<file path="src/lsu_pkg.sv">
// Load/store issue stage constants
package lsu_pkg;

	// Data and address width
	localparam int XLEN = 64;

	// Integer register file
	localparam int REG_NUM = 32;
	localparam int REG_AW = 5;

	// Load buffer size and slot index width
	localparam int LU_DEPTH = 4;
	localparam int LU_IW = 2;

	// Store queue depth
	localparam int SU_DEPTH = 4;

	// Fence predecessor and successor set width
	localparam int FENCE_SET_W = 4;

	// Set bits for the load class, input and read
	localparam logic [FENCE_SET_W-1:0] FENCE_LOAD_MASK = 4'b1010;
	// Set bits for the store class, output and write
	localparam logic [FENCE_SET_W-1:0] FENCE_STORE_MASK = 4'b0101;

	// Load dispatch word
	// lb lh lw ld lbu lhu lwu, imm, rd, rs1
	localparam int LU_INFO_W = 7 + XLEN + REG_AW + REG_AW;

	// Load execute word
	// byte half word double, rd, address, unsigned
	localparam int LU_EXEC_W = 4 + REG_AW + XLEN + 1;

	// Store dispatch word
	// sb sh sw sd, imm, rs1, rs2
	localparam int SU_INFO_W = 4 + XLEN + REG_AW + REG_AW;

	// Store execute word
	// width flags, address, data
	localparam int SU_EXEC_W = 4 + XLEN + XLEN;

	// Fence dispatch word
	// fence.i, fence, imm with pred in 7:4 and succ in 3:0
	localparam int FENCE_INFO_W = 2 + XLEN;

	// Fence execute word
	// fence.i, pred, succ
	localparam int FENCE_EXEC_W = 1 + FENCE_SET_W + FENCE_SET_W;

endpackage

</file>
<file path="src/lu_pick.sv">
// Ready load picker
module lu_pick (
	input  logic [lsu_pkg::LU_DEPTH-1:0]                    slot_ready,
	input  logic [lsu_pkg::LU_DEPTH*lsu_pkg::LU_EXEC_W-1:0] slot_info,
	input  logic                                            execute_ready,
	output logic                                            execute_valid,
	output logic [lsu_pkg::LU_EXEC_W-1:0]                   execute_info,
	output logic [lsu_pkg::LU_DEPTH-1:0]                    clear
);

	import lsu_pkg::*;

	// Index of the lowest ready slot
	logic [LU_IW-1:0] sel;
	logic fire;

	// Scan from the top so the lowest hit is left last
	always_comb begin
		sel = '0;
		for (int i = LU_DEPTH - 1; i >= 0; i--) begin
			if (slot_ready[i]) begin
				sel = LU_IW'(i);
			end
		end
	end

	// Any ready slot offers a load
	assign execute_valid = |slot_ready;

	// Chosen slot word
	assign execute_info = slot_info[sel*LU_EXEC_W +: LU_EXEC_W];

	// Execute transfer
	assign fire = execute_valid & execute_ready;

	// Release the chosen slot on transfer
	always_comb begin
		clear = '0;
		for (int i = 0; i < LU_DEPTH; i++) begin
			clear[i] = fire & (sel == LU_IW'(i));
		end
	end

endmodule

</file>
<file path="config.mk">
export PLATFORM = sky130hd
export DESIGN_NAME = lu_pick
export DESIGN_NICKNAME = d
export VERILOG_FILES = /design/src/lsu_pkg.sv /design/src/lu_pick.sv
export SDC_FILE = /design/constraint.sdc
export NUM_CORES = 1
export LEC_CHECK = 0
export BUFFER_PORTS_ARGS = -buffer_cell sky130_fd_sc_hd__buf_2
export CAP_MARGIN = 20
export CORE_AREA = 2 2 147 149
export DETAILED_ROUTE_END_ITERATION = 10
export DIE_AREA = 0 0 149 151
export PLACE_DENSITY = 0.46
export SLEW_MARGIN = 20
export SYNTH_ARGS = -nofsm -noshare
export SYNTH_HDL_FRONTEND = slang
export SYNTH_SLANG_ARGS = --single-unit
</file>
<file path="constraint.sdc">
create_clock -name vclk -period 1.3
set_clock_uncertainty 0.05 [all_clocks]
set_input_delay 0 -clock vclk [all_inputs]
set_output_delay 0 -clock vclk [all_outputs]
set_load 0.01 [all_outputs]
</file>
# After elaboration in Yosys (flattened, before gate mapping)
# Cells that the tools add are included.
# Widths: inputs -> output; s select.
[op_classes]
bitwise = 5
multipliers = 1
mux = 4
shifts = 1
reduce_logical = 2
n_eq_ne = 3
[ops]
columns = ["operator", "n"]
rows = [
  ["$shiftx 296x10->74", 1],
  ["$mul 2x6->8 const B", 1],
  ["$mux 2", 4],
  ["$and 1x1->1", 5],
  ["$eq 2x2->1 const B", 2],
  ["$reduce_or 4->1", 1],
  ["$eq 2x1->1 const B", 1],
  ["$logic_not 2->1", 1],
]
[totals]
register_bits = 0
elab_cells = 16
out_inout_bits = 79
in_bits = 301

# Logic depth before layout (Yosys ltp)
[logic_depth]
ltp_word = 6
mapped_depth = 6
mapped_depth_nobuf = 3

# Worst setup path after synthesis
# OpenSTA, ideal clock, no wires.
[synth_timing]
kind = "input -> output"
startpoint = "in slot_ready[1] (netlist bit)"
endpoint = "out execute_info[0] (netlist bit)"
n_path_buf = 3
slack_ns = 0.315
cell_stages = 5
t_arrival_ns = 0.935
required_ns = 1.250
cell_sequence = "buf_2 -> buf_4 -> clkbuf_1 -> a221o_1 -> a22o_1"
[synth_via]
elab_chain_len = 4
[synth_rtl]
columns = ["item", "line_no", "text"]
rows = [
  ["from (decl)", "lu_pick.sv:3", "input logic [lsu_pkg::LU_DEPTH-1:0] slot_ready,"],
  ["$mux 2 (2 in a row)", "lu_pick.sv:21", "if (slot_ready[i]) begin"],
  ["$mul 2x6->8", "lu_pick.sv:31", "assign execute_info = slot_info[sel*LU_EXEC_W +: LU_EXEC_W];"],
  ["$shiftx 296x10->74", "lu_pick.sv:31", ""],
  ["to (decl)", "lu_pick.sv:7", "output logic [lsu_pkg::LU_EXEC_W-1:0] execute_info,"],
]
# No other way between the ends.

# Final worst setup path
[layout_timing]
startpoint = "in slot_ready[3] (netlist bit)"
endpoint = "out execute_info[73] (netlist bit)"
[layout_via]
elab_chain_len = 6
[layout_rtl]
columns = ["item", "line_no"]
rows = [
  ["$mux 2 (4 in a row)", "lu_pick.sv:21"],
  ["$mul 2x6->8", "lu_pick.sv:31"],
  ["$shiftx 296x10->74", "lu_pick.sv:31"],
]
# No other way between the ends.

==> results by group <==
Outcome
  • Status: finished clean

Job
  • Maximum Capacitance Violations: 0

Final layout
  • Most frequent cells in the layout: 379 x buf_2, 74 x a221o_1, 74 x inv_1, 74 x a21oi_1, 74 x a22o_1
  • Ant. Diodes: 0
  • Fill cell count: 2354
  • Seq_cells: 0
  • Area occupied by multi-input gates: 1822 sq um
  • Clk_buf instances: 0
  • Net count, final: 1011
  • Area Overhead vs Synth: 94.22%
  • Share of layout cells above drive strength 1: 56.92%
  • Fin util: 22.41%
  • Reg area: 0 sq um
  • Commonest non-fill, non-tap cell in the layout: buf_2

Route
  • Mean number of vias per cell: 4.383
  • First DRT Iteration DRCs: 149
  • Via count: 4308
  • Post-DRT Antenna Nets: 0
  • Routed WL per cell: 14.77 um
  • Residual DRC: 0
  • Drt first pass iters: 4
  • Total wire length: 14520 um

Power and ir drop
  • Cell internal pwr: 0.0009068 W
  • Cell area power density: 363.6 nW/um^2
  • Logic pwr share: 100.0%
  • Flop pwr share: 0%
  • Worst IR Drop VDD: 0.2167 mV
  • Clock Power Share: 0%
  • Leak pwr: 2.725 nW
  • Sw Share: 46.54%
  • Psw: 0.0007895 W

Place
  • Post-DP HPWL: 11730 um
  • IO buf count: 380
  • Final weighted congestion in routability-driven placement: 0.7966

Hold path
  • Hold Path Stages: 3
  • Hold endpoint: execute_info[7]
  • Hold Crit Class: in -> out
  • Hold path start: slot_info[7]

Synth
  • Synth Area per Inst: 6.710 sq um
  • Synth Warn #: 0
  • Mapped Area: 2402 sq um
  • Post-synth net total: 659
  • Sequential fraction of the synthesis area: 0%
  • Yosys cell types: 15
  • Mapped Cells: 358

Clock network
  • CTS Hold Bufs: 0
  • Cts repair resizes: 0
  • Post-CTS setup repair buffer count: 0

Timing
  • Final Hold Viols: 0
  • Fmax: 0.8057 GHz
  • Relative slew margins: 69.32%
  • Final hold slack: 0.2544 ns
  • Crit path time final: 1.241 ns
  • Tightest Pin Transition: 0.4602 ns
  • Final setup violation count: 0
  • Max-slew violation total from the final report: 0
  • Setup_tns: 0 ns
  • Final Cycle Share: 95.47%

Worst setup path
  • Critical path arrival: 1.19 ns
  • Worst Path Max Fanout: 12
  • Startpoint class of the critical path: input pin
  • Critical path type: in -> out
  • Critical path required time: 1.25 ns
  • Crit end category: output pin

GRT
  • Largest net degree at the start of global routing: 75
  • GRT Residual Overflow: 0
  • Initial antenna violation count: 0
  • First-pass GRT wire length: 20020 um
  • Vias in the first global route: 4032
  • GRT Total Usage: 10.79%

Floorplan
  • Initial Util: 11.54%
  • DIE AREA: 22500 sq um
  • FP Rows: 53
  • Die width: 149 um
  • IO Pins: 380
  • Die Ht: 151 um
  • Core box area: 20820 sq um
worst max-delay path, stage by stage:
cell     delay (ns)
buf_2          0.13
nor2b_4        0.16
buf_12         0.15
buf_12         0.14
a221o_1        0.30
a22o_1         0.18
buf_2          0.13
worst max-delay path by stage:
stage / from / endpoint / slack [ns] / cells after the start
after detailed placement: slot_ready[2] / execute_info[50] / 0.04 / 5
after floorplan: slot_ready[1] / execute_info[0] / 0.31 / 5
after global routing: slot_ready[3] / execute_info[46] / -0.01 / 6
after global placement: slot_ready[2] / execute_info[40] / 0.02 / 6
after CTS: slot_ready[2] / execute_info[50] / 0.04 / 5
final: slot_ready[3] / execute_info[73] / 0.06 / 7
Yosys cell counts, drive strengths merged:
cell type / count / area, sq um
a221o: 74 / 740.7
a22o: 74 / 648.1
nor2: 3 / 11.26
and2: 1 / 6.260
nand2: 2 / 7.510
inv: 74 / 277.8
nor3: 1 / 5.000
nor2b: 1 / 13.76
a21oi: 74 / 370.4
or2: 1 / 6.260
buf: 27 / 212.7
and3: 2 / 12.51
clkbuf: 24 / 90.09
final cells by class:
type | instances | area share (%)
multi-input cells | 233 | 39.05
inverters | 74 | 5.953
well taps | 275 | 7.375
repair buffers | 401 | 47.63
through the flow:
step	cell area (sq um)	total power [W]	setup slack, ns	cells
final	4666	0.001696	0.05889	983
after global routing	4666	0.001852	-0.01120	983
after CTS	4616	0.001691	0.04122	981
after detailed placement	4616	0.001684	0.04070	981
after global placement	4616	0.001688	0.02200	981
after floorplan	2402	0.0008557	0.3149	358
routing by layer:
metal / GRT usage (%) / part of all wire, % / up-vias
met2: 21.73 / 52 / 248
met5: 0 / 0 / -
met1: 12.43 / 38 / 1947
li1: - / - / 2107
met3: 1.627 / 8.6 / 6
met4: 0.6190 / 0.41 / 0
kinds of logic after synthesis:
logic type | share of synthesized area [%]
AOI/OAI and AO/OA | 73.23
buffers and inverters | 24.17
and+or+nand+nor | 2.604
power groups by stage:
stage	Clock [W]	Sequential [W]	Combinational, W
6_report	0	0	0.00170
5_1_grt	0	0	0.00185
4_1_cts	0	0	0.00169
3_5_place_dp	0	0	0.00168
3_3_place_gp	0	0	0.00169
2_1_floorplan	0	0	0.000856
Note: power is estimated with default switching activity, not from simulation.
