<file path="src/lsu_pkg.sv">
// Load/store issue stage constants
package lsu_pkg;

	// Data and address width
	localparam int XLEN = 64;

	// Integer register file
	localparam int REG_NUM = 32;
	localparam int REG_AW = 5;

	// Load buffer size and slot index width
	localparam int LU_DEPTH = 4;
	localparam int LU_IW = 2;

	// Store queue depth
	localparam int SU_DEPTH = 4;

	// Fence predecessor and successor set width
	localparam int FENCE_SET_W = 4;

	// Set bits for the load class, input and read
	localparam logic [FENCE_SET_W-1:0] FENCE_LOAD_MASK = 4'b1010;
	// Set bits for the store class, output and write
	localparam logic [FENCE_SET_W-1:0] FENCE_STORE_MASK = 4'b0101;

	// Load dispatch word
	// lb lh lw ld lbu lhu lwu, imm, rd, rs1
	localparam int LU_INFO_W = 7 + XLEN + REG_AW + REG_AW;

	// Load execute word
	// byte half word double, rd, address, unsigned
	localparam int LU_EXEC_W = 4 + REG_AW + XLEN + 1;

	// Store dispatch word
	// sb sh sw sd, imm, rs1, rs2
	localparam int SU_INFO_W = 4 + XLEN + REG_AW + REG_AW;

	// Store execute word
	// width flags, address, data
	localparam int SU_EXEC_W = 4 + XLEN + XLEN;

	// Fence dispatch word
	// fence.i, fence, imm with pred in 7:4 and succ in 3:0
	localparam int FENCE_INFO_W = 2 + XLEN;

	// Fence execute word
	// fence.i, pred, succ
	localparam int FENCE_EXEC_W = 1 + FENCE_SET_W + FENCE_SET_W;

endpackage

</file>
<file path="src/lu_alloc.sv">
// Load slot allocator
module lu_alloc (
	input  logic                         issue_valid,
	input  logic [lsu_pkg::LU_DEPTH-1:0] occupied,
	input  logic [lsu_pkg::LU_DEPTH-1:0] pick_clear,
	input  logic                         block,
	output logic                         issue_ready,
	output logic [lsu_pkg::LU_DEPTH-1:0] load
);

	import lsu_pkg::*;

	// Empty now or leaving this cycle
	logic [LU_DEPTH-1:0] free;
	// One-hot lowest free slot
	logic [LU_DEPTH-1:0] first_free;
	logic fire;

	assign free = ~occupied | pick_clear;

	// Isolate the lowest set bit
	assign first_free = free & (~free + 1'b1);

	// Independent of issue_valid
	assign issue_ready = (|free) & ~block;

	// Dispatch transfer
	assign fire = issue_valid & issue_ready;

	// Strobe the chosen slot only on a transfer
	assign load = first_free & {LU_DEPTH{fire}};

endmodule

</file>
<file path="config.mk">
export PLATFORM = sky130hd
export DESIGN_NAME = lu_alloc
export DESIGN_NICKNAME = d
export VERILOG_FILES = /design/src/lsu_pkg.sv /design/src/lu_alloc.sv
export SDC_FILE = /design/constraint.sdc
export NUM_CORES = 1
export LEC_CHECK = 0
export BUFFER_PORTS_ARGS = -buffer_cell sky130_fd_sc_hd__buf_2
export CAP_MARGIN = 20
export CORE_AREA = 3 3 40 42
export DETAILED_ROUTE_END_ITERATION = 6
export DIE_AREA = 0 0 43 45
export GPL_ROUTABILITY_DRIVEN = 0
export GPL_TIMING_DRIVEN = 0
export PLACE_DENSITY = 0.3
export SLEW_MARGIN = 20
export SYNTH_ARGS = -nofsm -noshare
export SYNTH_HDL_FRONTEND = slang
export SYNTH_SLANG_ARGS = --single-unit
</file>
<file path="constraint.sdc">
create_clock -name vclk -period 0.8
set_input_delay 0.08 -clock vclk [all_inputs]
set_output_delay 0.08 -clock vclk [all_outputs]
set_load 0.02 [all_outputs]
</file>
Word level (Yosys, flattened, before mapping). Cells that the tools add are included.

Bits in registers: 0. Bits in latches: 0. Memory bits (writable): 0. ROM bits: 0. Output and inout port bits: 5. Word-level logic and storage cells: 10. Memories: 0.

$add $sub $neg: 1. $mul: 0. Div/mod/pow operators: 0. Order comparisons: 0. Eq/ne operators: 0. Shifts and indexed selects: 0. Mux-type cells: 0. Bitwise logic cells: 8. Reduce and logical (&&, ||, !) cells: 1.

Operators by type and width (number): $and 4x4->4 (2); $not 4->4 (2); $add 4x1->4 const B (1); $or 4x4->4 (1); $reduce_or 4->1 (1); $and 1x1->1 (2); $not 1->1 (1).

Longest topological paths before layout. Gate-level depths: netlist of the first run.

Depth after elaboration: 6. Depth in mapped cells: 2. Mapped depth without buffers: 2.

Worst setup path before layout of the first run. Ideal clock, no wire load.

Kind: input port to output port. Start point: input pick_clear[1] (netlist bit). End point: output load[3] (netlist bit). Data arrival time: 0.891 ns. Setup slack: -0.171 ns. Cell stages on the path: 2. Buffers on the path: 0. Path through: and4bb_2 nor3b_1.

Cells in the longest elaborated chain, start to end: 5.

Ends and longest elaborated chain: start, declared (line lu_alloc.sv:5) `input logic [lsu_pkg::LU_DEPTH-1:0] pick_clear,`; $or 4x4->4 * (line lu_alloc.sv:19) `assign free = ~occupied | pick_clear;`; $not 4->4 / $reduce_or 4->1 (equally long branches) (line lu_alloc.sv:22, lu_alloc.sv:25); $add 4x1->4 / $and 1x1->1 (equally long branches) (line lu_alloc.sv:22, lu_alloc.sv:25); $and 4x4->4 / $and 1x1->1 (equally long branches) (line lu_alloc.sv:22, lu_alloc.sv:28); $and 4x4->4 * (line lu_alloc.sv:31) `assign load = first_free & {LU_DEPTH{fire}};`; end, declared (line lu_alloc.sv:8) `output logic [lsu_pkg::LU_DEPTH-1:0] load`.

Every way passes the cells marked *; elsewhere a longest branch is shown, timed or not.

Worst setup path after layout of the first run.
Start point: input pick_clear[0] (netlist bit). End point: output load[2] (netlist bit).

The elaborated chain is that of the path after synthesis.

==> results of run 1 <==
## layer usage
layer	routed length [um]	GRT usage, %	share of wire (%)
met2	158	7.19	37
met4	0	0	0
met1	190	6.68	44
met3	77	1.59	18
met5	0	0	0
## cell usage after synthesis
master | n | share of area (%)
nor2b_1 | 3 | 21
nor3b_1 | 2 | 17
a21oi_1 | 1 | 5.7
a31oi_1 | 1 | 7.1
and4bb_2 | 1 | 14
inv_1 | 1 | 4.3
nand4bb_1 | 1 | 13
nor4b_2 | 1 | 17
## final cells by class
cell class | count | area share (%)
repair buffers | 18 | 51.3
multi-input cells | 10 | 41.2
well taps | 15 | 6.30
inverters | 1 | 1.26
## cells in the final DEF, fill, tap and decap left out
master | synthesis | final
nor3b_2 | 0 | 2
buf_4 | 0 | 6
buf_8 | 0 | 1
inv_1 | 1 | 1
a31oi_1 | 1 | 1
and4bb_2 | 1 | 1
buf_6 | 0 | 6
nor2b_1 | 3 | 3
nand4bb_4 | 0 | 1
nor4b_4 | 0 | 1
a21oi_2 | 0 | 1
buf_2 | 0 | 5
## timing repair
| item | in CTS | in global routing |
|---|---|---|
| setup endpoints to repair | 4 | 4 |
| hold endpoints to repair | 0 | 0 |
| pin swaps | 3 | 0 |
| setup buffers | 2 | 1 |
| resized for setup | 11 | 3 |
## where the power goes
| part | total, mW | switching (mW) | internal [mW] |
|---|---|---|---|
| sequential | 0 | 0 | 0 |
| clock | 0 | 0 | 0 |
| combinational | 0.115 | 0.0428 | 0.0725 |
## how the worst max path moves through the flow
stage | slack [ns] | endpoint | from | cells after the start
2_1_floorplan | -0.02 | load[2] | block | 2
3_3_place_gp | -0.21 | load[2] | block | 4
3_5_place_dp | -0.24 | load[2] | block | 4
4_1_cts | -0.12 | load[2] | pick_clear[0] | 4
5_1_grt | -0.14 | load[2] | pick_clear[0] | 4
6_report | -0.10 | load[2] | pick_clear[0] | 4
## critical path, cell delays in order
cell	delay [ns]
buf_6	0.09
nand4bb_4	0.24
nor4b_4	0.23
buf_4	0.18
## logic make-up after synthesis
group / count (synthesis) / share of synthesized area, %
buf+inv: 1 / 4.28
compound gates: 2 / 12.9
simple gates: 8 / 82.8
## stage by stage
stage | TNS (ns) | worst slack, ns
floorplan | -0.0190 | -0.0190
global placement | -0.416 | -0.212
CTS | -0.197 | -0.122
finish | -0.255 | -0.102
detailed placement | -0.457 | -0.237
global route | -0.450 | -0.144
==> metrics, run 1 <==
PD cells 387 mW/mm2; Synthesized Nets 21; Post-DP Area 216 um2; placed instance count 41; Slew Viols, Final 0; HP Class input port to output port; worst hold start occupied[1]; synth warn 0; Fin. Hold Viols 0; worst slew pin tran 0.208 ns; Slew HR between 80% and 90%; DRT iter0 DRCs 0; Max Cap Violations 0; Finished Layout Cells 44; P_leak 0.130 nW; unrepaired setup endpoints after global routing true; row cnt 13; status complete, but fails checks; Core Util, Final ~23%; failing checks setup timing; fin crit period 0.902 ns; # setup viols final 3; final WL 427 um; global-route wire length before repair 731 um; Via density 3.75; Max VDD drop roughly 120 uV; largest net degree at the start of global routing 4; Starting Density 6.82%; kind of critical path input port to output port; drt wl/cell between 9 and 10 um; Post-Syn Area between 80 and 90 um2; sequential cell count 0; Layout area overhead 240%; crit-path max FO 3; GR Overflow Total 0; WHS 0.404 ns; ANT nets after route 0; element type at the critical path end output port; Arr. time, crit path just over 0.8 ns; fillers ~140; CP startpoint kind input port; crit share post-route 113%; Final #Nets 41; Yosys cell types 8; Die Ht roughly 45 um; Design Area, Final 298 um2; hold depth 3; vias in the first global route 172; Worst Hold End load[1]; fmax 1.11 GHz; Port Buf Inserts 15; Pre-antenna DRT Iters 1; Diodes inserted 0; clkbuf count 0; share of cells above drive strength 1 82.8%; Die Width 43 um; die area 0.00194 mm2; Setup WS post-layout -0.102 ns; hold buffers post-CTS 0; Seq/Total Area, Yosys 0%; DRC violations left 0; core area roughly 0.0013 mm2; Req. time, crit path a little over 0.7 ns; IO Pins 15; Post-Synthesis Cells 11; Total Power 0.115 mW; area of the multi-input gates 123 um2; Tot GR Track Use 4.65%; initial antenna violation count 0; Synth Area per Inst ~8 um2; via count 165; Storage cell area 0 um2
(Power assumes the default switching activity.)
==> run 2, diff against run 1 <==
Settings changed: CORE_AREA 3 3 40 42 to 2 2 39 41, DIE_AREA 0 0 43 45 to 0 0 41 43, SETUP_SLACK_MARGIN set to 0.15.
==> run 2 against run 1 <==
Net effect:
- the flow still finishes with violations (setup timing)
- flip-flop and latch count stayed put
- cell area is 9.7% higher
- first-iteration DRC count is 1 higher
- routed wire length is 2.8% lower
- setup slack worse by 0.022 ns
- combinational power is 12% higher
- critical path type unchanged
==> metrics, run 2 (same netlist as run 1, synthesis figures left out) <==
kind of critical path input port to output port; delay-heaviest family, CP simple AND/OR/NAND/NOR gates; worst-path cell chain buf_6 -> nand4bb_4 -> nor4b_4 -> buf_4; Diodes inserted 0 (unchanged); die area 0.00176 mm2 (-8.9%); Pre-antenna DRT Iters 2 (+1); via count 174 (+5.5%); core area 0.00138 mm2 (+7.7%); Final #Nets 42 (+2.4%); Slew HR 85.2% (-0.90 points); Slowest cell on crit path nand4bb_4; clkbuf count 0 (unchanged); status complete, but fails checks; Fin. Hold Viols 0 (unchanged); Starting Density 6.33% (-0.49 points); initial antenna violation count 0 (unchanged); fmax 1.08 GHz (-2.3%); CP startpoint kind input port; Tot GR Track Use 5.10% (+0.45 points); IO Pins 15 (unchanged); Via density 3.78 (+0.87%); Design Area, Final 327 um2 (+9.7%); DRC violations left 0 (unchanged); PD cells 396 mW/mm2 (+2.2%); share of cells above drive strength 1 90.0% (+7.2 points); final WL 415 um (-2.8%); GR Overflow Total 0 (unchanged); worst slew pin tran 0.222 ns (+0.0135 ns); sequential cell count 0 (unchanged); row cnt 14 (+1); Core Util, Final 23.6% (+0.42 points); Max VDD drop 105 uV (-11%); commonest non-fill, non-tap cell in the layout buf_4; drt wl/cell 9.02 um (-7.0%); failing checks setup timing; element type at the critical path end output port; Slew Viols, Final 0 (unchanged); hold depth 3 (unchanged); unrepaired setup endpoints after global routing true; Layout area overhead 273%; Req. time, crit path 0.72 ns (about the same); # setup viols final 3 (unchanged); final setup TNS -0.278 ns (-0.0228 ns); Total Power 0.129 mW (+12%); DRT iter0 DRCs 1 (+1); crit-path max FO 3 (unchanged); Setup WS post-layout -0.124 ns (-0.0217 ns); crit share post-route 115% (+2.7 points); Die Ht 43 um (-4.4%); HP Class input port to output port; global-route wire length before repair 662 um (-9.4%); P_leak 0.143 nW (+9.9%); Max Cap Violations 0 (unchanged); Post-DP Area 228 um2 (+5.2%); worst hold start block; fin crit period 0.924 ns (+0.0217 ns); Worst Hold End issue_ready; ANT nets after route 0 (unchanged); vias in the first global route 178 (+3.5%); most frequent cells in the layout buf_4 (8), buf_6 (5), buf_2 (4); Port Buf Inserts 15 (unchanged); crit path buf inv count 2 (unchanged); Arr. time, crit path 0.84 ns (+0.02 ns); largest net degree at the start of global routing 4 (unchanged); Die Width 41 um (-4.7%); max incr delay on CP 0.25 ns (about the same); Storage cell area 0 um2 (unchanged)
run 2: cell count changes in the layout (fill, tap and decap cells not counted):
| cell | previous run | this run |
|---|---|---|
| buf_4 | 6 | 8 |
| a31oi_1 | 1 | 0 |
| a31oi_2 | 0 | 1 |
| buf_2 | 5 | 4 |
| buf_6 | 6 | 5 |
| buf_8 | 1 | 2 |
| nor2b_1 | 3 | 2 |
| nor2b_4 | 0 | 1 |
run 2: worst min-delay path, stage by stage:
cell and delay, ns:
buf_6 0.08, a31oi_2 0.03, buf_4 0.14
run 2: worst max path at each step:
stage | start | to | slack (ns) | cells after the start
after floorplan | block | load[2] | -0.03 | 2
after global placement | block | load[2] | -0.22 | 4
after detailed placement | block | load[2] | -0.23 | 4
after CTS | pick_clear[0] | load[2] | -0.11 | 4
after global routing | pick_clear[0] | load[2] | -0.20 | 4
final | pick_clear[0] | load[2] | -0.12 | 4
run 2: power by group:
group | switching (mW) | leakage, nW | internal (mW)
logic | 0.0465 | 0.143 | 0.0828
clock network | 0 | 0 | 0
registers | 0 | 0 | 0
run 2: area by class of cell:
cell class,count,area [um2]
tap,16,20.0
multi-input combinational,10,136
fill,148,1060
timing repair buffer,19,166
inverter,1,3.75
run 2: through the flow:
step	hold slack, ns	setup slack, ns	cells
2_1_floorplan	0.198	-0.0280	11
3_3_place_gp	0.460	-0.216	42
3_5_place_dp	0.462	-0.234	42
4_1_cts	0.420	-0.115	45
5_1_grt	0.429	-0.197	46
6_report	0.419	-0.124	46
run 2: repair_timing:
| item | in CTS | in global routing |
|---|---|---|
| buffers inserted | 3 | 1 |
| hold buffers | 0 | 0 |
| pin swaps | 3 | 1 |
| gates resized for setup | 14 | 5 |
| endpoints found under the setup margin | 5 | 5 |
run 2: layer usage:
metal  global-route usage, %  routed length [um]  vias up
met5                       0                   0        -
met4                       0                   0        0
li1                        -                   -       81
met3                       0                  56        0
met2                    10.0                 194       14
met1                    6.03                 164       79
