## config.mk

```make
export PLATFORM = sky130hd
export DESIGN_NAME = issue_fifo
export DESIGN_NICKNAME = d
export VERILOG_FILES = /design/src/issue_fifo.sv
export SDC_FILE = /design/constraint.sdc
export NUM_CORES = 1
export LEC_CHECK = 0
export ABC_CLOCK_PERIOD_IN_PS = 3000
export BUFFER_PORTS_ARGS = -buffer_cell sky130_fd_sc_hd__buf_2
export CAP_MARGIN = 20
export CORE_MARGIN = 2
export CORE_UTILIZATION = 40
export CTS_BUF_LIST = sky130_fd_sc_hd__clkbuf_16
export DETAILED_ROUTE_END_ITERATION = 7
export GPL_TIMING_DRIVEN = 0
export PLACE_DENSITY_LB_ADDON = 0.25
export SLEW_MARGIN = 20
export SYNTH_ARGS = -nofsm -noshare
export SYNTH_HDL_FRONTEND = slang
export SYNTH_SLANG_ARGS = --single-unit
```

## constraint.sdc

```tcl
create_clock -name CLK -period 3 [get_ports CLK]
set_clock_uncertainty 0.15 [all_clocks]
set_input_delay 0.3 -clock CLK [delete_from_list [all_inputs] [get_ports CLK]]
set_output_delay 0.3 -clock CLK [all_outputs]
set_load 0.005 [all_outputs]
```

## src/issue_fifo.sv

```systemverilog
// In-order issue queue
module issue_fifo #(
	parameter int DW = 8,
	parameter int DP = 4
) (
	input  logic          CLK,
	input  logic          rst,
	input  logic          push,
	input  logic [DW-1:0] info_push,
	input  logic          pop,
	output logic [DW-1:0] info_pop,
	output logic          full,
	output logic          empty
);

	// Pointer needs at least one bit even for a single entry
	localparam int AW = (DP > 1) ? $clog2(DP) : 1;
	localparam int CW = $clog2(DP + 1);

	// Entry storage
	logic [DW-1:0] mem [DP];

	logic [AW-1:0] rd_ptr;
	logic [AW-1:0] wr_ptr;
	logic [CW-1:0] count;

	logic do_push;
	logic do_pop;

	assign full = (count == CW'(DP));
	assign empty = (count == '0);

	// Pop only from a filled queue
	assign do_pop = pop & ~empty;
	// A full queue still takes a push when the head leaves
	assign do_push = push & (~full | do_pop);

	// Head word
	assign info_pop = mem[rd_ptr];

	always_ff @(posedge CLK) begin
		if (do_push) begin
			mem[wr_ptr] <= info_push;
		end
	end

	// Pointers wrap at DP
	always_ff @(posedge CLK) begin
		if (rst) begin
			rd_ptr <= '0;
			wr_ptr <= '0;
			count <= '0;
		end else begin
			if (do_push) begin
				wr_ptr <= (wr_ptr == AW'(DP - 1)) ? '0 : wr_ptr + 1'b1;
			end
			if (do_pop) begin
				rd_ptr <= (rd_ptr == AW'(DP - 1)) ? '0 : rd_ptr + 1'b1;
			end
			// Push and pop together keep the count
			if (do_push & ~do_pop) begin
				count <= count + 1'b1;
			end else if (do_pop & ~do_push) begin
				count <= count - 1'b1;
			end
		end
	end

endmodule

```

# Word-level counts from Yosys, hierarchy flattened

Memory sizes are Yosys's and may differ from the RTL's. A register that Yosys moved wholly into a read port is not among the register bits.
Cells that the tools add are included.

Add/sub/neg operators: 4
Equality and inequality tests: 3
Multiplexer cells: 8
Bitwise gates (word level): 9
Reduce and logical (&&, ||, !) cells: 2

Operators by type and width:

| operator                                          | number |
|---|---|
| 2-to-1 mux 2 bit                                  | 4 |
| 2-to-1 mux 3 bit                                  | 2 |
| adder 2 x 1 -> 2 bit (second input constant)      | 2 |
| bitwise AND 1 bit                                 | 4 |
| == test 2 bit (second input constant)             | 2 |
| NOT 1 bit                                         | 4 |
| adder 3 x 1 -> 3 bit (second input constant)      | 1 |
| == test 3 bit (second input constant)             | 1 |
| logical NOT 3 bit                                 | 1 |
| subtractor 3 x 1 -> 3 bit (second input constant) | 1 |
| 2-to-1 mux 1 bit                                  | 2 |
| nonzero test 2 bit                                | 1 |
| OR 1 bit                                          | 1 |

Register bits: 7
Bits in writable memories: 32
Input bits: 12
Output and inout port bits: 10
Logic and storage cells: 30
Memories: 1

Memories:

| memory | depth | width | read ports | clocked after memory_dff | wr ports | line | RTL |
|---|---|---|---|---|---|---|---|
| mem    | 4     | 8     | 1          | 1                        | 1        | 21   | `logic [DW-1:0] mem [DP];` |

# Longest topological paths before layout

Gate-level depths: netlist of the first run.

Depth after elaboration: 9
Mapped depth: 8
Mapped depth without buffers: 8

# Worst setup path before layout of the first run

OpenSTA, ideal clock, no wires.

Kind: register to register
Start point: reg count[0]
End point: reg count[2]
Library setup time: 71 ps
Arrival: 2012 ps
Data required time: 2779 ps
Path slack: 768 ps
Cell stages (with the launch flop): 8
Buffers on the path: 0
Path through: dfxtp_1 -> o31ai_1 -> ha_1 -> inv_1 -> fa_1 -> xor2_1 -> or3_1 -> a21oi_1

Longest elaborated chain between the ends: 8
Elaborated cells between the ends (all ways): 16

Ends and longest elaborated chain:

| element                      | line | RTL |
|---|---|---|
| start: declaration           | 25   | `logic [CW-1:0] count;` |
| start signal: assignment     | 62   | `count <= count + 1'b1;` |
| start signal: assignment     | 64   | `count <= count - 1'b1;` |
| logical NOT 3 bit            | 31   | `assign empty = (count == '0);` |
| NOT 1 bit                    | 34   | `assign do_pop = pop & ~empty;` |
| bitwise AND 1 bit            | 34   |  |
| OR 1 bit                     | 36   | `assign do_push = push & (~full \| do_pop);` |
| bitwise AND 1 bit            | 36   |  |
| NOT 1 bit                    | 63   | `end else if (do_pop & ~do_push) begin` |
| bitwise AND 1 bit            | 63   |  |
| nonzero test 2 bit (no line) | n/a  |  |

Several ways; a longest one is shown, not always the timed one. The select of a mux whose other input is x is not followed.
A chain may end at the register's enable or synchronous reset.

# Worst setup path in the final report of the first run

Same ends and word-level chain as after synthesis.

==> impl_results.md, run 1 <==
* Status: finished, final reports clean
* Compound-gate portion of the synthesized area at 2.91%
* WHS Path Cells at 1
* Max-slew headroom at 63.2%
* Synthesis-to-layout area growth at 19.6%
* Count of final setup violators at 0
* Max VDD drop at 0.400 mV
* Ys Warns at 0
* Max incr delay on CP at 0.53 ns
* Adder-Cell Fraction of Synth Area at 5.81%
* Critical path class: flop to flop
* Final Core Density at 49.3%
* Detailed-route DRC error count at 0
* Synth top area share at 58.7%
* Die Height at 68.0 um
* Count leader, synth: edfxtp_1
* Worst Path Required at 3.05 ns
* Starting Density at 41.2%
* HP Class: primary input to flop
* Design Area, Final at 1960 sq um
* R2R depth at 7
* Simple-gate portion of the synthesized area at 6.80%
* Global-route wire length before repair at 4.29 mm
* WL/cell at 15.8 um
* Drt first pass iters at 4
* Ant. Diodes at 0
* Dominant cells by area after synthesis: edfxtp_1 (59%), dfxtp_1 (11%), mux4_2 (11%)
* Layout cells sized above 1 at 36.8%
* FP Rows at 23
* Max Buffers Root-to-Sink at 2
* Number of flops mapped to enable cells by yosys at 32
* Pwr Density at 835 nW/um^2
* Core area at 3970 sq um
* Largest net degree at the start of global routing at 13
* RSZ-0062 raised after global routing: no
* Non-filler cells, final at 167
* Post-CTS Setup Bufs at 0
* RR Endpoint: count[2]
* Synthesized area at 1640 sq um
* Synth cell count leaders: edfxtp_1 (32), dfxtp_1 (9), mux4_2 (8)
* RePlAce Congestion at 0.725
* Setup ws final at 0.476 ns
* Crit path time final at 2.52 ns
* Maximum capacitance violations at 0
* Sink Count at 41
* Wirelength, routed at 2.65 mm
* Critical-path maximum fanout at 6
* Largest area contributor in the netlist: edfxtp_1
* Final Hold Fails at 0
* Post-Place Worst Slack at 0.474 ns
* Startpoint of the worst register-to-register path: count[0]
* Slowest stage cell, crit path: o31ai_1
* Gr usage total at 13.9%
* Post-Synth XOR/XNOR Area at 1.07%
* Iter 0 DRT Violations at 79
* Clock root cell: clkbuf_16
* Via Count at 831
* Worst hold margin at 0.0874 ns
* Initial antenna violation count at 0
* Placed Area at 1800 sq um
* Syn_area_per_cell at 18.4 sq um
* Total gr overflow at 0
* # port buffers at 20
* Seq cells post-synth at 41
* H-tree depth at 2
* Crit path cell chain: o31ai_1 -> ha_1 -> inv_1 -> fa_1 -> xor2_1 -> or3_1 -> a21oi_1
* Worst-path clk slew at 0.06 ns
* Nets at 135
* Max Slew Vio Count at 0
* Post-CTS Hold Buffers at 0
* Synthesized net count at 108
* WHS Endpoint: mem[3][3]
* Vias in the first global route at 927
* Placed wire-length estimate at 1.90 mm
* Count of cell types in the netlist at 25
* CTS tree: yes
* Cells after DPL at 159
* CP startpoint: count[0]
* Worst Setup End Kind: flop
* I/O Pins at 22
* Post-CTS Resized at 0
* TNS Setup at 0 ns
* Worst-skew pair later-pin latency at 0.28 ns
* Worst Hold Launch: info_push[3]
* Largest family of logic cells by synthesized area: multiplexers
* Worst slew pin tran at 0.548 ns
* Fill cell count at 345
* Fin crit share at 84.1%
* Cts bufs inserted at 5
* DIE WIDTH at 68.0 um
* Post-DRT Antenna Nets at 0
* Cell count after synthesis at 89
* Worst setup SP type: flop
* Part of the Yosys area used for sequential elements at 69.7%
* Mux cell area share after synthesis at 12.2%
* DR vias/cell at 4.98
* Highest clock rate at 396 MHz
* CP Data Arrival Time at 2.57 ns
* Top FF cell, synth: edfxtp_1
* Total chip power at 1.63 mW
* Die area at 4620 sq um
* Post-synth ARST share at 0%
* P_leak at 0.728 nW
* R2r setup slk at 0.48 ns
[cells by family (layout without fill, tap and decap cells)]
group,after synthesis,count (layout)
AND/OR/NAND/NOR,17,17
adder cells (fa/ha/maj),7,7
XOR/XNOR,2,2
flip-flops,41,41
AO/OA/AOI/OAI,6,6
multiplexers,10,10
buffers and inverters,6,34
[critical path: cells and delay by family, from the launching register on]
family                     cells  cell delay, ns
AOI/OAI and AO/OA              2            0.70
adders and majority gates      2            0.66
DFF                            1            0.38
and+or+nand+nor                1            0.33
xor gates and xnor gates       1            0.16
buffers and inverters          1            0.06
[how the worst max path moves through the flow]
stage                     depth (start not counted)  slack, ns        to
final                                             7       0.48  count[2]
after floorplan                                   7       0.77  count[2]
after global placement                            7       0.57  count[2]
after detailed placement                          7       0.47  count[2]
after global routing                              7       0.26  count[2]
after CTS                                         7       0.46  count[2]
[flip-flops by register name (all words and copies together) (netlist names), named ones only]
signal and cells:
count 3, mem 32, rd_ptr 2, wr_ptr 2
[layout make-up]
class	count	area, sq um	share of cell area [%]
plain buffers	3	12.5	0.639
clock buffers	6	150	7.67
clock inverters	2	7.51	0.384
inverters	3	11.3	0.575
multi-input cells	42	472	24.1
flip-flops and latches	41	1140	58.3
well taps	50	62.6	3.20
repair buffers	20	100	5.12
[metal layers]
metal / global-route usage [%] / part of all wire (%) / vias to the layer above
met5: 0 / 0 / -
met2: 23.5 / 51 / 18
met3: 5.10 / 4.2 / 5
met1: 14.6 / 43 / 403
met4: 8.25 / 2.5 / 0
li1: - / - / 405
[power breakdown]
group	switching, mW	internal (mW)	total (mW)
Clock	0.192	0.352	0.544
Combinational	0.171	0.185	0.357
Sequential	0.0473	0.685	0.733
[layout by cell type, fill, tap and decap left out, types with 2 or more instances in the layout]
cell type,count
a21oi_1,2
and3_2,4
buf_2,21
clkbuf_16,6
dfxtp_1,9
edfxtp_1,32
ha_1,6
inv_1,4
mux2i_1,2
mux4_2,8
nor2_1,3
nor3_1,2
o31ai_2,2
or3_1,2
xor2_1,2
Note: power is estimated with default switching activity, not from simulation.
==> inputs of run 2 (changes only) <==
--- a/config.mk
+++ b/config.mk
@@ -5,7 +5,7 @@
 export SDC_FILE = /design/constraint.sdc
 export NUM_CORES = 1
 export LEC_CHECK = 0
-export ABC_CLOCK_PERIOD_IN_PS = 3000
+export ABC_CLOCK_PERIOD_IN_PS = 2200
 export BUFFER_PORTS_ARGS = -buffer_cell sky130_fd_sc_hd__buf_2
 export CAP_MARGIN = 20
 export CORE_MARGIN = 2
==> constraint.sdc (replaced) <==
create_clock -name CLK -period 2.2 [get_ports CLK]
set_clock_uncertainty 0.15 [all_clocks]
set_input_delay 0.22 -clock CLK [delete_from_list [all_inputs] [get_ports CLK]]
set_output_delay 0.22 -clock CLK [all_outputs]
set_load 0.005 [all_outputs]
==> impl_results.md, run 2 (synthesis results as in run 1) <==
* Worst Path Required at 2.26 ns
* Top flop regs: mem: 32 flops, count: 3 flops
* Non-filler cells, final at 173
* CP top delay family: simple AND/OR/NAND/NOR gates
* RR Endpoint: count[2]
* Detailed-route DRC error count at 0
* Startpoint of the worst register-to-register path: count[0]
* Worst-path clk slew at 0.05 ns
* Critical path class: flop to flop
* Fin crit share at 98.3%
* Total gr overflow at 0
* Placed Area at 1810 sq um
* CP startpoint: count[0]
* Max-slew headroom at 65.2%
* Sink Count at 41
* Vias in the first global route at 938
* Drt first pass iters at 4
* Wirelength, routed at 2.76 mm
* Setup ws final at 0.0383 ns
* Max Buffers Root-to-Sink at 2
* Die Height at 68.0 um
* Post-Place Worst Slack at -0.114 ns
* Count of final setup violators at 0
* Maximum capacitance violations at 0
* Commonest non-fill, non-tap cell in the layout: edfxtp_1
* Worst Setup End Kind: flop
* Synthesis-to-layout area growth at 23.9%
* Most frequent cells in the layout: edfxtp_1 (32), buf_2 (21), mux4_2 (8)
* Worst hold margin at 0.00722 ns
* H-tree depth at 2
* Placed wire-length estimate at 1.88 mm
* Die area at 4620 sq um
* FP Rows at 23
* Total chip power at 2.24 mW
* Pwr Density at 1100 nW/um^2
* Max VDD drop at 0.516 mV
* # port buffers at 20
* RePlAce Congestion at 0.757
* Final Hold Fails at 0
* Initial antenna violation count at 0
* Clock root cell: clkbuf_16
* Via Count at 887
* Slowest stage cell, crit path: or4b_4
* Highest clock rate at 463 MHz
* Ant. Diodes at 0
* Status: finished, final reports clean
* Layout cells sized above 1 at 43.1%
* Crit path time final at 2.16 ns
* Starting Density at 41.2%
* CP Data Arrival Time at 2.22 ns
* I/O Pins at 22
* HP Class: primary input to flop
* Iter 0 DRT Violations at 23
* Final Core Density at 51.0%
* Worst setup SP type: flop
* Number of flip-flops under the largest register name at 32
* Crit path depth at 8
* R2R depth at 8
* Cts bufs inserted at 5
* Max Slew Vio Count at 0
* Crit path to: count[2]
* Post-DRT Antenna Nets at 0
* Design Area, Final at 2030 sq um
* Cells after DPL at 159
* Max incr delay on CP at 0.53 ns
* R2r setup slk at 0.04 ns
* Global-route wire length before repair at 4.37 mm
* Gr usage total at 14.0%
* Nets at 141
* WL/cell at 16.0 um
* Worst slew pin tran at 0.522 ns
* DIE WIDTH at 68.0 um
* RSZ-0062 raised after global routing: yes
* Critical-path maximum fanout at 3
* P_leak at 0.749 nW
* CP bufs+invs at 1
* Crit path cell chain: or4b_4 -> and2_4 -> ha_4 -> inv_2 -> fa_2 -> xor2_1 -> or3_1 -> a21oi_2
* Worst-skew pair later-pin latency at 0.28 ns
* Largest net degree at the start of global routing at 13
* CTS tree: yes
* Core area at 3970 sq um
* DR vias/cell at 5.13
* Top reg by flops: mem
* TNS Setup at 0 ns
-- run 2: where the power goes --
part           switching, mW  internal (mW)
Sequential            0.0674          0.944
Clock                  0.253          0.407
Combinational          0.261          0.304
Total                  0.581           1.66
-- run 2: worst min-delay path by stage --
stage	start	end	slack [ns]	cells past startpoint
global placement	info_push[4]	mem[3][4]	0.28	1
finish	info_push[0]	mem[0][0]	0.007	1
global route	info_push[7]	mem[3][7]	0.007	1
CTS	info_push[0]	mem[3][0]	0.0006	1
floorplan	info_push[0]	mem[0][0]	0.17	0
detailed placement	info_push[1]	mem[2][1]	0.29	1
-- run 2: worst register-to-register path: stages, from the launching register on --
cell and delay (ns):
dfxtp_4 0.35, or4b_4 0.53, and2_4 0.17, ha_4 0.16, inv_2 0.05, fa_2 0.18, xor2_1 0.07, or3_1 0.32
a21oi_2 0.11
-- run 2: metal layers --
| metal | track usage, % | vias to the layer above | wire (um) |
|---|---|---|---|
| met5 | 0 | - | 0 |
| met4 | 7.50 | 0 | 60 |
| met1 | 14.6 | 446 | 1040 |
| li1 | - | 413 | - |
| met2 | 24.5 | 22 | 1490 |
| met3 | 5.10 | 6 | 169 |
-- run 2: timing repair --
item / 4_1_cts / 5_1_grt
setup endpoints to repair: 2 / 2
hold endpoints to repair: 12 / 0
setup buffers: 3 / 0
resized for setup: 6 / 3
pin swaps: 2 / 0
hold buffers: 3 / 0
cloned: 0 / 0
-- run 2: layout make-up --
| cell class | instances | area (sq um) |
|---|---|---|
| repair buffers | 26 | 153 |
| flip-flops and latches | 41 | 1150 |
| well taps | 50 | 62.6 |
| fillers | 345 | 1940 |
| plain buffers | 3 | 12.5 |
| multi-input cells | 42 | 504 |
| clock inverters | 3 | 11.3 |
| inverters | 3 | 11.3 |
| clock buffers | 5 | 125 |
