$ cat src/lsu_pkg.sv
// Load/store issue stage constants
package lsu_pkg;

	// Data and address width
	localparam int XLEN = 64;

	// Integer register file
	localparam int REG_NUM = 32;
	localparam int REG_AW = 5;

	// Load buffer size and slot index width
	localparam int LU_DEPTH = 4;
	localparam int LU_IW = 2;

	// Store queue depth
	localparam int SU_DEPTH = 4;

	// Fence predecessor and successor set width
	localparam int FENCE_SET_W = 4;

	// Set bits for the load class, input and read
	localparam logic [FENCE_SET_W-1:0] FENCE_LOAD_MASK = 4'b1010;
	// Set bits for the store class, output and write
	localparam logic [FENCE_SET_W-1:0] FENCE_STORE_MASK = 4'b0101;

	// Load dispatch word
	// lb lh lw ld lbu lhu lwu, imm, rd, rs1
	localparam int LU_INFO_W = 7 + XLEN + REG_AW + REG_AW;

	// Load execute word
	// byte half word double, rd, address, unsigned
	localparam int LU_EXEC_W = 4 + REG_AW + XLEN + 1;

	// Store dispatch word
	// sb sh sw sd, imm, rs1, rs2
	localparam int SU_INFO_W = 4 + XLEN + REG_AW + REG_AW;

	// Store execute word
	// width flags, address, data
	localparam int SU_EXEC_W = 4 + XLEN + XLEN;

	// Fence dispatch word
	// fence.i, fence, imm with pred in 7:4 and succ in 3:0
	localparam int FENCE_INFO_W = 2 + XLEN;

	// Fence execute word
	// fence.i, pred, succ
	localparam int FENCE_EXEC_W = 1 + FENCE_SET_W + FENCE_SET_W;

endpackage

$ cat src/fence_ctrl.sv
// Fence ordering control
module fence_ctrl (
	input  logic [lsu_pkg::FENCE_INFO_W-1:0] fence_info,
	input  logic                             held,
	input  logic                             loads_pending,
	input  logic                             stores_pending,
	output logic                             lu_block,
	output logic                             su_block,
	output logic                             execute_valid,
	output logic [lsu_pkg::FENCE_EXEC_W-1:0] execute_info
);

	import lsu_pkg::*;

	logic is_fence_i;
	logic is_fence;
	logic [FENCE_SET_W-1:0] pred;
	logic [FENCE_SET_W-1:0] succ;

	// Classes the fence orders
	logic wait_loads;
	logic wait_stores;
	logic hold_loads;
	logic hold_stores;

	// Flags on top, sets in the low immediate bits
	assign is_fence_i = fence_info[FENCE_INFO_W-1];
	assign is_fence = fence_info[FENCE_INFO_W-2];
	assign pred = fence_info[2*FENCE_SET_W-1:FENCE_SET_W];
	assign succ = fence_info[FENCE_SET_W-1:0];

	// Predecessor classes that must drain first
	assign wait_loads = is_fence_i | (is_fence & |(pred & FENCE_LOAD_MASK));
	assign wait_stores = is_fence_i | (is_fence & |(pred & FENCE_STORE_MASK));

	// Successor classes kept out while held
	assign hold_loads = is_fence_i | (is_fence & |(succ & FENCE_LOAD_MASK));
	assign hold_stores = is_fence_i | (is_fence & |(succ & FENCE_STORE_MASK));

	assign lu_block = held & hold_loads;
	assign su_block = held & hold_stores;

	// Issue once every ordered older class is empty
	assign execute_valid = held
		& ~(wait_loads & loads_pending)
		& ~(wait_stores & stores_pending);

	assign execute_info = {is_fence_i, pred, succ};

endmodule

$ cat config.mk
export PLATFORM = sky130hd
export DESIGN_NAME = fence_ctrl
export DESIGN_NICKNAME = d
export VERILOG_FILES = /design/src/lsu_pkg.sv /design/src/fence_ctrl.sv
export SDC_FILE = /design/constraint.sdc
export NUM_CORES = 1
export LEC_CHECK = 0
export BUFFER_PORTS_ARGS = -buffer_cell sky130_fd_sc_hd__buf_2
export CAP_MARGIN = 20
export CELL_PAD_IN_SITES_DETAIL_PLACEMENT = 0
export CELL_PAD_IN_SITES_GLOBAL_PLACEMENT = 1
export CORE_AREA = 3 3 40 42
export DETAILED_ROUTE_END_ITERATION = 10
export DIE_AREA = 0 0 43 45
export PLACE_DENSITY = 0.95
export SLEW_MARGIN = 0
export SYNTH_ARGS = -nofsm -noshare
export SYNTH_HDL_FRONTEND = slang
export SYNTH_SLANG_ARGS = --single-unit
$ cat constraint.sdc
create_clock -name vclk -period 0.8
set_clock_uncertainty 0.1 [all_clocks]
set_input_delay 0.08 -clock vclk [all_inputs]
set_output_delay 0.08 -clock vclk [all_outputs]
set_load 0.005 [all_outputs]
* After elaboration in Yosys (flattened, before gate mapping)
Index checks and enable logic that the tools add are counted.
Storage, ports and cells: output and inout bits 12, register bits after elaboration 0, input port bits 69, word-level logic and storage cells 20
Operators by class: reductions and logical operators 4, bitwise logic cells 16
Operators by type and width (count):
- $and A1 B1 Y1 | 10
- $reduce_or A2 Y1 | 4
- $or A1 B1 Y1 | 4
- $not A1 Y1 | 2

* Longest topological paths before layout
Gate-level depths: netlist (run 1).
word-level depth 7, depth in mapped cells 2, depth with buffers taken out 2

* Least setup slack after synthesis (run 1)
Ideal clock, no wire load.
path type input port to output port, from input fence_info[7] in the netlist's numbering, to output execute_valid, arrival 0.423 ns, path buffers 0, setup slack 0.197 ns, stages 2, required time 0.620 ns, path through o211ai_1 > and4_1
On the way: word-level cells in the longest chain between the ends 7
RTL lines:
- start: declaration | RTL line fence_ctrl.sv:3 | input logic [lsu_pkg::FENCE_INFO_W-1:0] fence_info,
- $reduce_or A2 Y1 | RTL line fence_ctrl.sv:33 | assign wait_loads = is_fence_i | (is_fence & |(pred & FENCE_LOAD_MASK));
- $and A1 B1 Y1 | RTL line fence_ctrl.sv:33
- $or A1 B1 Y1 | RTL line fence_ctrl.sv:33
- $and A1 B1 Y1 | RTL line fence_ctrl.sv:45 | & ~(wait_loads & loads_pending)
- $not A1 Y1 | RTL line fence_ctrl.sv:45
- $and A1 B1 Y1 | RTL line fence_ctrl.sv:45
- $and A1 B1 Y1 | RTL line fence_ctrl.sv:46 | & ~(wait_stores & stores_pending);
- end: declaration | RTL line fence_ctrl.sv:9 | output logic execute_valid,
Every way passes these cells.

* Final worst setup path (run 1)
from input fence_info[0] in the netlist's numbering, to output su_block
On the way: word-level cells in the longest chain between the ends 4
RTL lines:
- $reduce_or A2 Y1 | RTL line fence_ctrl.sv:38 | assign hold_stores = is_fence_i | (is_fence & |(succ & FENCE_STORE_MASK));
- $and A1 B1 Y1 | RTL line fence_ctrl.sv:38
- $or A1 B1 Y1 | RTL line fence_ctrl.sv:38
- $and A1 B1 Y1 | RTL line fence_ctrl.sv:41 | assign su_block = held & hold_stores;
- end: declaration | RTL line fence_ctrl.sv:8 | output logic su_block,
Every way passes these cells.

==> results of run 1 <==
[per-layer routing]
layer  vias to the layer above  track usage
met1                        76       0.0571
li1                         86            -
met2                        24       0.0719
met4                         0            0
met5                         -            0
met3                         0            0
[layout make-up]
cell class	instances	share of cell area
Timing Repair Buffer	25	0.685
Tap cell	15	0.0761
Multi-Input combinational cell	8	0.239
[per-stage QoR]
step,util,setup TNS [ns],std cells,cell area [um^2]
floorplan,-,0,17,126
global placement,0.158,-0.0465,48,203
detailed placement,0.158,-0.0750,48,203
CTS,0.187,-0.0185,48,240
global route,0.192,-0.127,48,246
finish,0.192,-0.00748,48,246
[power groups by stage]
stage	sequential (mW)	combinational (mW)	clock, mW
after floorplan	0	0.0562	0
after global placement	0	0.0982	0
after detailed placement	0	0.0994	0
after CTS	0	0.118	0
after global routing	0	0.132	0
final	0	0.118	0
[synthesized netlist by cell type]
library cell,n,area share
and4_1,1,0.069
buf_4,9,0.53
o211ai_1,2,0.12
o21a_1,4,0.24
o21ai_0,1,0.040
[cells in the final DEF (no fill, tap or decap)]
| cell | n |
|---|---|
| buf_6 | 7 |
| o21a_1 | 4 |
| o21ai_1 | 1 |
| o211ai_1 | 2 |
| and4_1 | 1 |
| buf_2 | 18 |
[worst max-delay path: cells and delay by family]
family / cells / cell delay [ns]
compound gates: 2 / 0.34
buf+inv: 2 / 0.21
[cells by family after synthesis]
group / Yosys count / share of synthesized area
AOI/OAI and AO/OA: 7 / 0.396
and+or+nand+nor: 1 / 0.0693
buffers and inverters: 9 / 0.535
[how the worst max path moves through the flow]
stage,startpoint,to,slack [ns]
final,fence_info[0],su_block,-0.007
after global routing,fence_info[5],execute_valid,-0.06
after CTS,fence_info[0],su_block,-0.01
after detailed placement,fence_info[7],execute_valid,-0.03
after global placement,fence_info[2],su_block,-0.02
after floorplan,fence_info[7],execute_valid,0.20
[timing repair]
action                                  4_1_cts  5_1_grt
pin swaps                                     4        0
endpoints found under the setup margin        3        3
hold buffers                                  0        0
resized for setup                             7        1
==> impl_metrics.tcl, run 1 <==
set metrics [dict create \
    outcome "complete, but fails checks" \
    violations "setup timing" \
    topRoutingLayerUsed "met3" \
    io_pins 81 \
    cp_cell_sequence "buf_6 > o21a_1 > o21a_1 > buf_2" \
    grt_max_degree 5 \
    synth_nets 86 \
    gp_congestion 0.630 \
    path_class "in -> out" \
    wl_met1_um 192 \
    drv_slew 0 \
    crit_top_cell "o21a_1" \
    min_from "fence_info[6]" \
    grt_pass1_wl_um 614 \
    switching_share 0.343 \
    ir_drop_uv 112 \
    drc 0 \
    crit_fanout 2 \
    crit_path_max_incr_delay_ns 0.18 \
    rows 13 \
    power.total_mw 0.118 \
    firstDrtPassIters 1 \
    pre_cts_slack_ns -0.0295 \
    avgSynthCellArea_um2 7.43 \
    powerDensity_nw_per_um2 481 \
    hp-class "in -> out" \
    final_nets 104 \
    hold_depth 2 \
    design.seq.count 0 \
    maxCapViolCount 0 \
    worst_pin_slew_ns 0.137 \
    cp_data_arrival_time_ns 0.63 \
    drt_iter0_drc 0 \
    power_switching_mw 0.0406 \
    grt_setup_unrepaired "true" \
    area_growth_pct 95.0 \
    pwr-share-seq 0 \
    yosysWarnings 0 \
    die_area_um2 1940 \
    leakagePower_nw 0.130 \
    initial_utilization 0.0983 \
    power_frac_comb 1.000 \
    worst_slack_ns -0.00748 \
    post_drt_wl_per_cell_um 9.08 \
    ant_nets 0 \
    synthesis.area_um2 126 \
    min_to "execute_info[6]" \
    grt_pass1_vias 152 \
    p_int_mw 0.0779 \
    antenna_found_initial 0 \
    yosysSeqAreaShare 0 \
    hold_viol_final 0 \
    start_kind "input port" \
    die-width_um 43 \
    grt-ovfl-total 0 \
    coreArea_um2 1280 \
    multiInputGateArea_um2 58.8 \
    end_kind "output port" \
    nClkBuffers 0 \
    holdWs_ns 0.221 \
    post-route-min-period_ns 0.807 \
    critPathSlowestCell "o21a_1" \
    regArea_um2 0 \
    wl_met2_um 150 \
    vias_per_cell 3.88 \
    setup_viol 1 \
    cts_setup_buffers 0 \
    met3_length_um 93 \
    chipHeight_um 45 \
    fillers 139 \
    vias 186 \
    syn_inst 17 \
    portBuffers 25 \
    fin_crit_sh 1.01 \
    track_usage 0.0398 \
    slew_headroom 0.908 \
    crit_required_ns 0.62 \
    wl_um 436 \
    drive_above_1_share 0.758 \
    n_antenna_cell 0 \
    pwr-share-clk 0 \
    ys_types 5 \
    clock.fmax_mhz 1240 \
]
(Power assumes the default switching activity.)
==> run 2: changes to the inputs <==
==> constraint.sdc (replaced) <==
create_clock -name vclk -period 0.8
set_clock_uncertainty 0.1 [all_clocks]
set_input_delay 0.08 -clock vclk [all_inputs]
set_output_delay 0.08 -clock vclk [all_outputs]
set_load 0.05 [all_outputs]
==> impl_metrics.tcl, run 2 (synthesis gave the netlist of run 1 again) <==
set metrics [dict create \
    end_kind "output port" \
    vias 191 \
    initial_utilization 0.0983 \
    ant_nets 0 \
    die-width_um 43 \
    grt_pass1_wl_um 634 \
    ctsHoldBuffers 0 \
    final_nets 105 \
    vias_per_cell 3.90 \
    maxCapViolCount 0 \
    chipHeight_um 45 \
    track_usage 0.0406 \
    final_area_um2 267 \
    outcome "complete, but fails checks" \
    drive_above_1_share 0.794 \
    drv_slew 0 \
    grt_max_degree 5 \
    grt_pass1_vias 178 \
    crit_path_max_incr_delay_ns 0.24 \
    area_growth_pct 111 \
    worst_slack_ns -0.0958 \
    start_kind "input port" \
    utilization 0.207 \
    fin_crit_sh 1.12 \
    die_area_um2 1940 \
    nClkBuffers 0 \
    grt_setup_unrepaired "true" \
    antenna_found_initial 0 \
    holdWs_ns 0.347 \
    drt_iter0_drc 0 \
    io_pins 81 \
    hold_viol_final 0 \
    violations "setup timing" \
    portBuffers 25 \
    place_inst 49 \
    post_drt_wl_per_cell_um 8.92 \
    cp_cell_sequence "buf_6 > o211ai_1 > and4_4 > buf_8" \
    grt-ovfl-total 0 \
    firstDrtPassIters 1 \
    crit_fanout 2 \
    wl_um 437 \
    cp_data_arrival_time_ns 0.72 \
    critPathSlowestCell "and4_4" \
    ir_drop_uv 287 \
    final_cells 49 \
    power.total_mw 0.258 \
    regArea_um2 0 \
    post-route-min-period_ns 0.896 \
    fillers 142 \
    design.seq.count 0 \
    coreArea_um2 1280 \
    rows 13 \
    layout_common_cells "buf_2, buf_6, o21a_1, o211ai_1" \
    crit_required_ns 0.62 \
    path_class "in -> out" \
    layout_commonest_cell "buf_2" \
    setup_viol 3 \
    leakagePower_nw 0.137 \
    drc 0 \
    worst_pin_slew_ns 0.250 \
    powerDensity_nw_per_um2 967 \
    gp_congestion 0.605 \
    n_antenna_cell 0 \
    place_area_um2 213 \
    multiInputGateArea_um2 61.3 \
    clock.fmax_mhz 1120 \
    slew_headroom 0.834 \
    hp-class "in -> out" \
]
[run 2: layout make-up]
type	count	share of cell area
tap	15	0.0704
timing repair buffer	26	0.700
multi-input combinational	8	0.230
[run 2: path summary, 6_finish.rpt]
path | slack (ns) | cells after the start | to | startpoint
worst max-delay path | -0.1 | 4 | execute_valid | fence_info[5]
worst min-delay path | 0.35 | 2 | execute_info[2] | fence_info[2]
[run 2: timing repair]
| action | 4_1_cts | 5_1_grt |
|---|---|---|
| resized for setup | 13 | 0 |
| endpoints found under the hold margin | 0 | 0 |
| endpoints found under the setup margin | 3 | 3 |
| buffers inserted | 0 | 0 |
| pin swaps | 3 | 1 |
[run 2: critical path, delay by kind of cell]
kind,cells,cell delay [ns]
buffers and inverters,2,0.23
and+or+nand+nor,1,0.24
AOI/OAI and AO/OA,1,0.17
[run 2: report_power, final]
| part | switching [mW] | internal [mW] |
|---|---|---|
| sequential | 0 | 0 |
| combinational | 0.163 | 0.0944 |
| clock | 0 | 0 |
| total | 0.163 | 0.0944 |
[run 2: layer usage]
metal | global-route usage | up-vias | wire, um
li1 | - | 88 | -
met1 | 0.0500 | 79 | 158
met2 | 0.0838 | 24 | 176
met3 | 0 | 0 | 101
met4 | 0 | 0 | 0
met5 | 0 | - | 0
[run 2: stage by stage]
| step | TNS [ns] | worst slack [ns] |
|---|---|---|
| after global routing | -0.278 | -0.144 |
| after CTS | -0.193 | -0.103 |
| final | -0.182 | -0.0958 |
| after floorplan | 0 | 0.0402 |
| after detailed placement | -0.414 | -0.220 |
| after global placement | -0.386 | -0.198 |
==> run 3: changes to the inputs <==
==> constraint.sdc (replaced) <==
create_clock -name vclk -period 1.1
set_clock_uncertainty 0.1 [all_clocks]
set_input_delay 0.11 -clock vclk [all_inputs]
set_output_delay 0.11 -clock vclk [all_outputs]
set_load 0.05 [all_outputs]
==> impl_metrics.tcl, run 3 (synthesis gave the netlist of run 1 again) <==
set metrics [dict create \
    grt_pass1_vias 155 \
    gp_congestion 0.630 \
    maxCapViolCount 0 \
    place_inst 48 \
    crit_path_end "execute_valid" \
    grt_setup_unrepaired "false" \
    cts-resized-gates 0 \
    regArea_um2 0 \
    grt-ovfl-total 0 \
    vias_per_cell 3.75 \
    cts_setup_buffers 0 \
    final_area_um2 203 \
    track_usage 0.0390 \
    die-width_um 43 \
    post_drt_wl_per_cell_um 8.85 \
    critPathSlowestCell "buf_2" \
    vias 180 \
    post-route-min-period_ns 1.04 \
    hold_viol_final 0 \
    fin_crit_sh 0.945 \
    fillers 141 \
    wl_um 425 \
    crit_fanout 2 \
    start_kind "input port" \
    drive_above_1_share 0.758 \
    final_cells 48 \
    chipHeight_um 45 \
    ctsHoldBuffers 0 \
    coreArea_um2 1280 \
    final_nets 104 \
    cp_cell_sequence "buf_2 > o211ai_1 > and4_1 > buf_2" \
    firstDrtPassIters 1 \
    layout_commonest_cell "buf_2" \
    cp_data_arrival_time_ns 0.83 \
    drv_slew 0 \
    initial_utilization 0.0983 \
    holdWs_ns 0.422 \
    crit_cells 4 \
    setup_viol 0 \
    drc 0 \
    slew_headroom 0.832 \
    crit_top_cell "buf_2" \
    die_area_um2 1940 \
    leakagePower_nw 0.115 \
    rows 13 \
    portBuffers 25 \
    path_class "in -> out" \
    powerDensity_nw_per_um2 776 \
    antenna_found_initial 0 \
    grt_max_degree 5 \
    end_kind "output port" \
    design.seq.count 0 \
    ir_drop_uv 168 \
    crit_path_max_incr_delay_ns 0.26 \
    n_antenna_cell 0 \
    place_area_um2 203 \
    hp-class "in -> out" \
    power.total_mw 0.157 \
    grt_pass1_wl_um 600 \
    outcome "finished, final reports clean" \
    ant_nets 0 \
    crit_required_ns 0.89 \
    critPathTopFamily "buffers and inverters" \
    nClkBuffers 0 \
    worst_pin_slew_ns 0.254 \
    layout_common_cells "buf_2, o21a_1, o211ai_1, o21ai_0, and4_1" \
    cp-startpoint "fence_info[7]" \
    io_pins 81 \
    drt_iter0_drc 0 \
    clock.fmax_mhz 962 \
    fin_setup_tns_ns 0 \
    area_growth_pct 60.4 \
    path_buf_inv 2 \
]
==> run 3: cell types whose count changed in the layout (fill, tap and decap cells not counted) <==
cell,delta
o21ai_0,+1
buf_4,-1
buf_8,-1
and4_1,+1
buf_2,+8
and4_4,-1
buf_6,-7
o21ai_1,-1
==> run 3: metrics by stage <==
stage                      util  setup slack, ns
after floorplan               -            0.136
after global placement    0.158           0.0829
after detailed placement  0.158           0.0598
after CTS                 0.158           0.0557
after global routing      0.158          0.00789
final                     0.158           0.0608
==> run 3: layout make-up <==
type,count,area [um^2],share of cell area
timing repair buffer,25,125,0.617
tap,15,18.8,0.0926
multi-input combinational,8,58.8,0.290
==> run 3: worst min path at each step <==
stage,start,endpoint,slack (ns),depth (start not counted)
2_1_floorplan,fence_info[0],execute_info[0],0.29,1
3_3_place_gp,fence_info[3],execute_info[3],0.42,2
5_1_grt,fence_info[7],execute_info[7],0.43,2
6_report,fence_info[1],execute_info[1],0.42,2
3_5_place_dp,fence_info[6],execute_info[6],0.42,2
4_1_cts,fence_info[3],execute_info[3],0.42,2
==> run 3: layer usage <==
metal | wire length, um | vias to the layer above | GRT usage
met2 | 137 | 24 | 0.0719
met5 | 0 | - | 0
met4 | 0 | 0 | 0
met1 | 189 | 71 | 0.0548
met3 | 99 | 0 | 0
li1 | - | 85 | -
==> run 3: power by group <==
part	switching, mW	total [mW]	leakage [nW]	internal, mW
sequential	0	0	0	0
clock	0	0	0	0
combinational	0.115	0.157	0.115	0.0422
total	0.115	0.157	0.115	0.0422
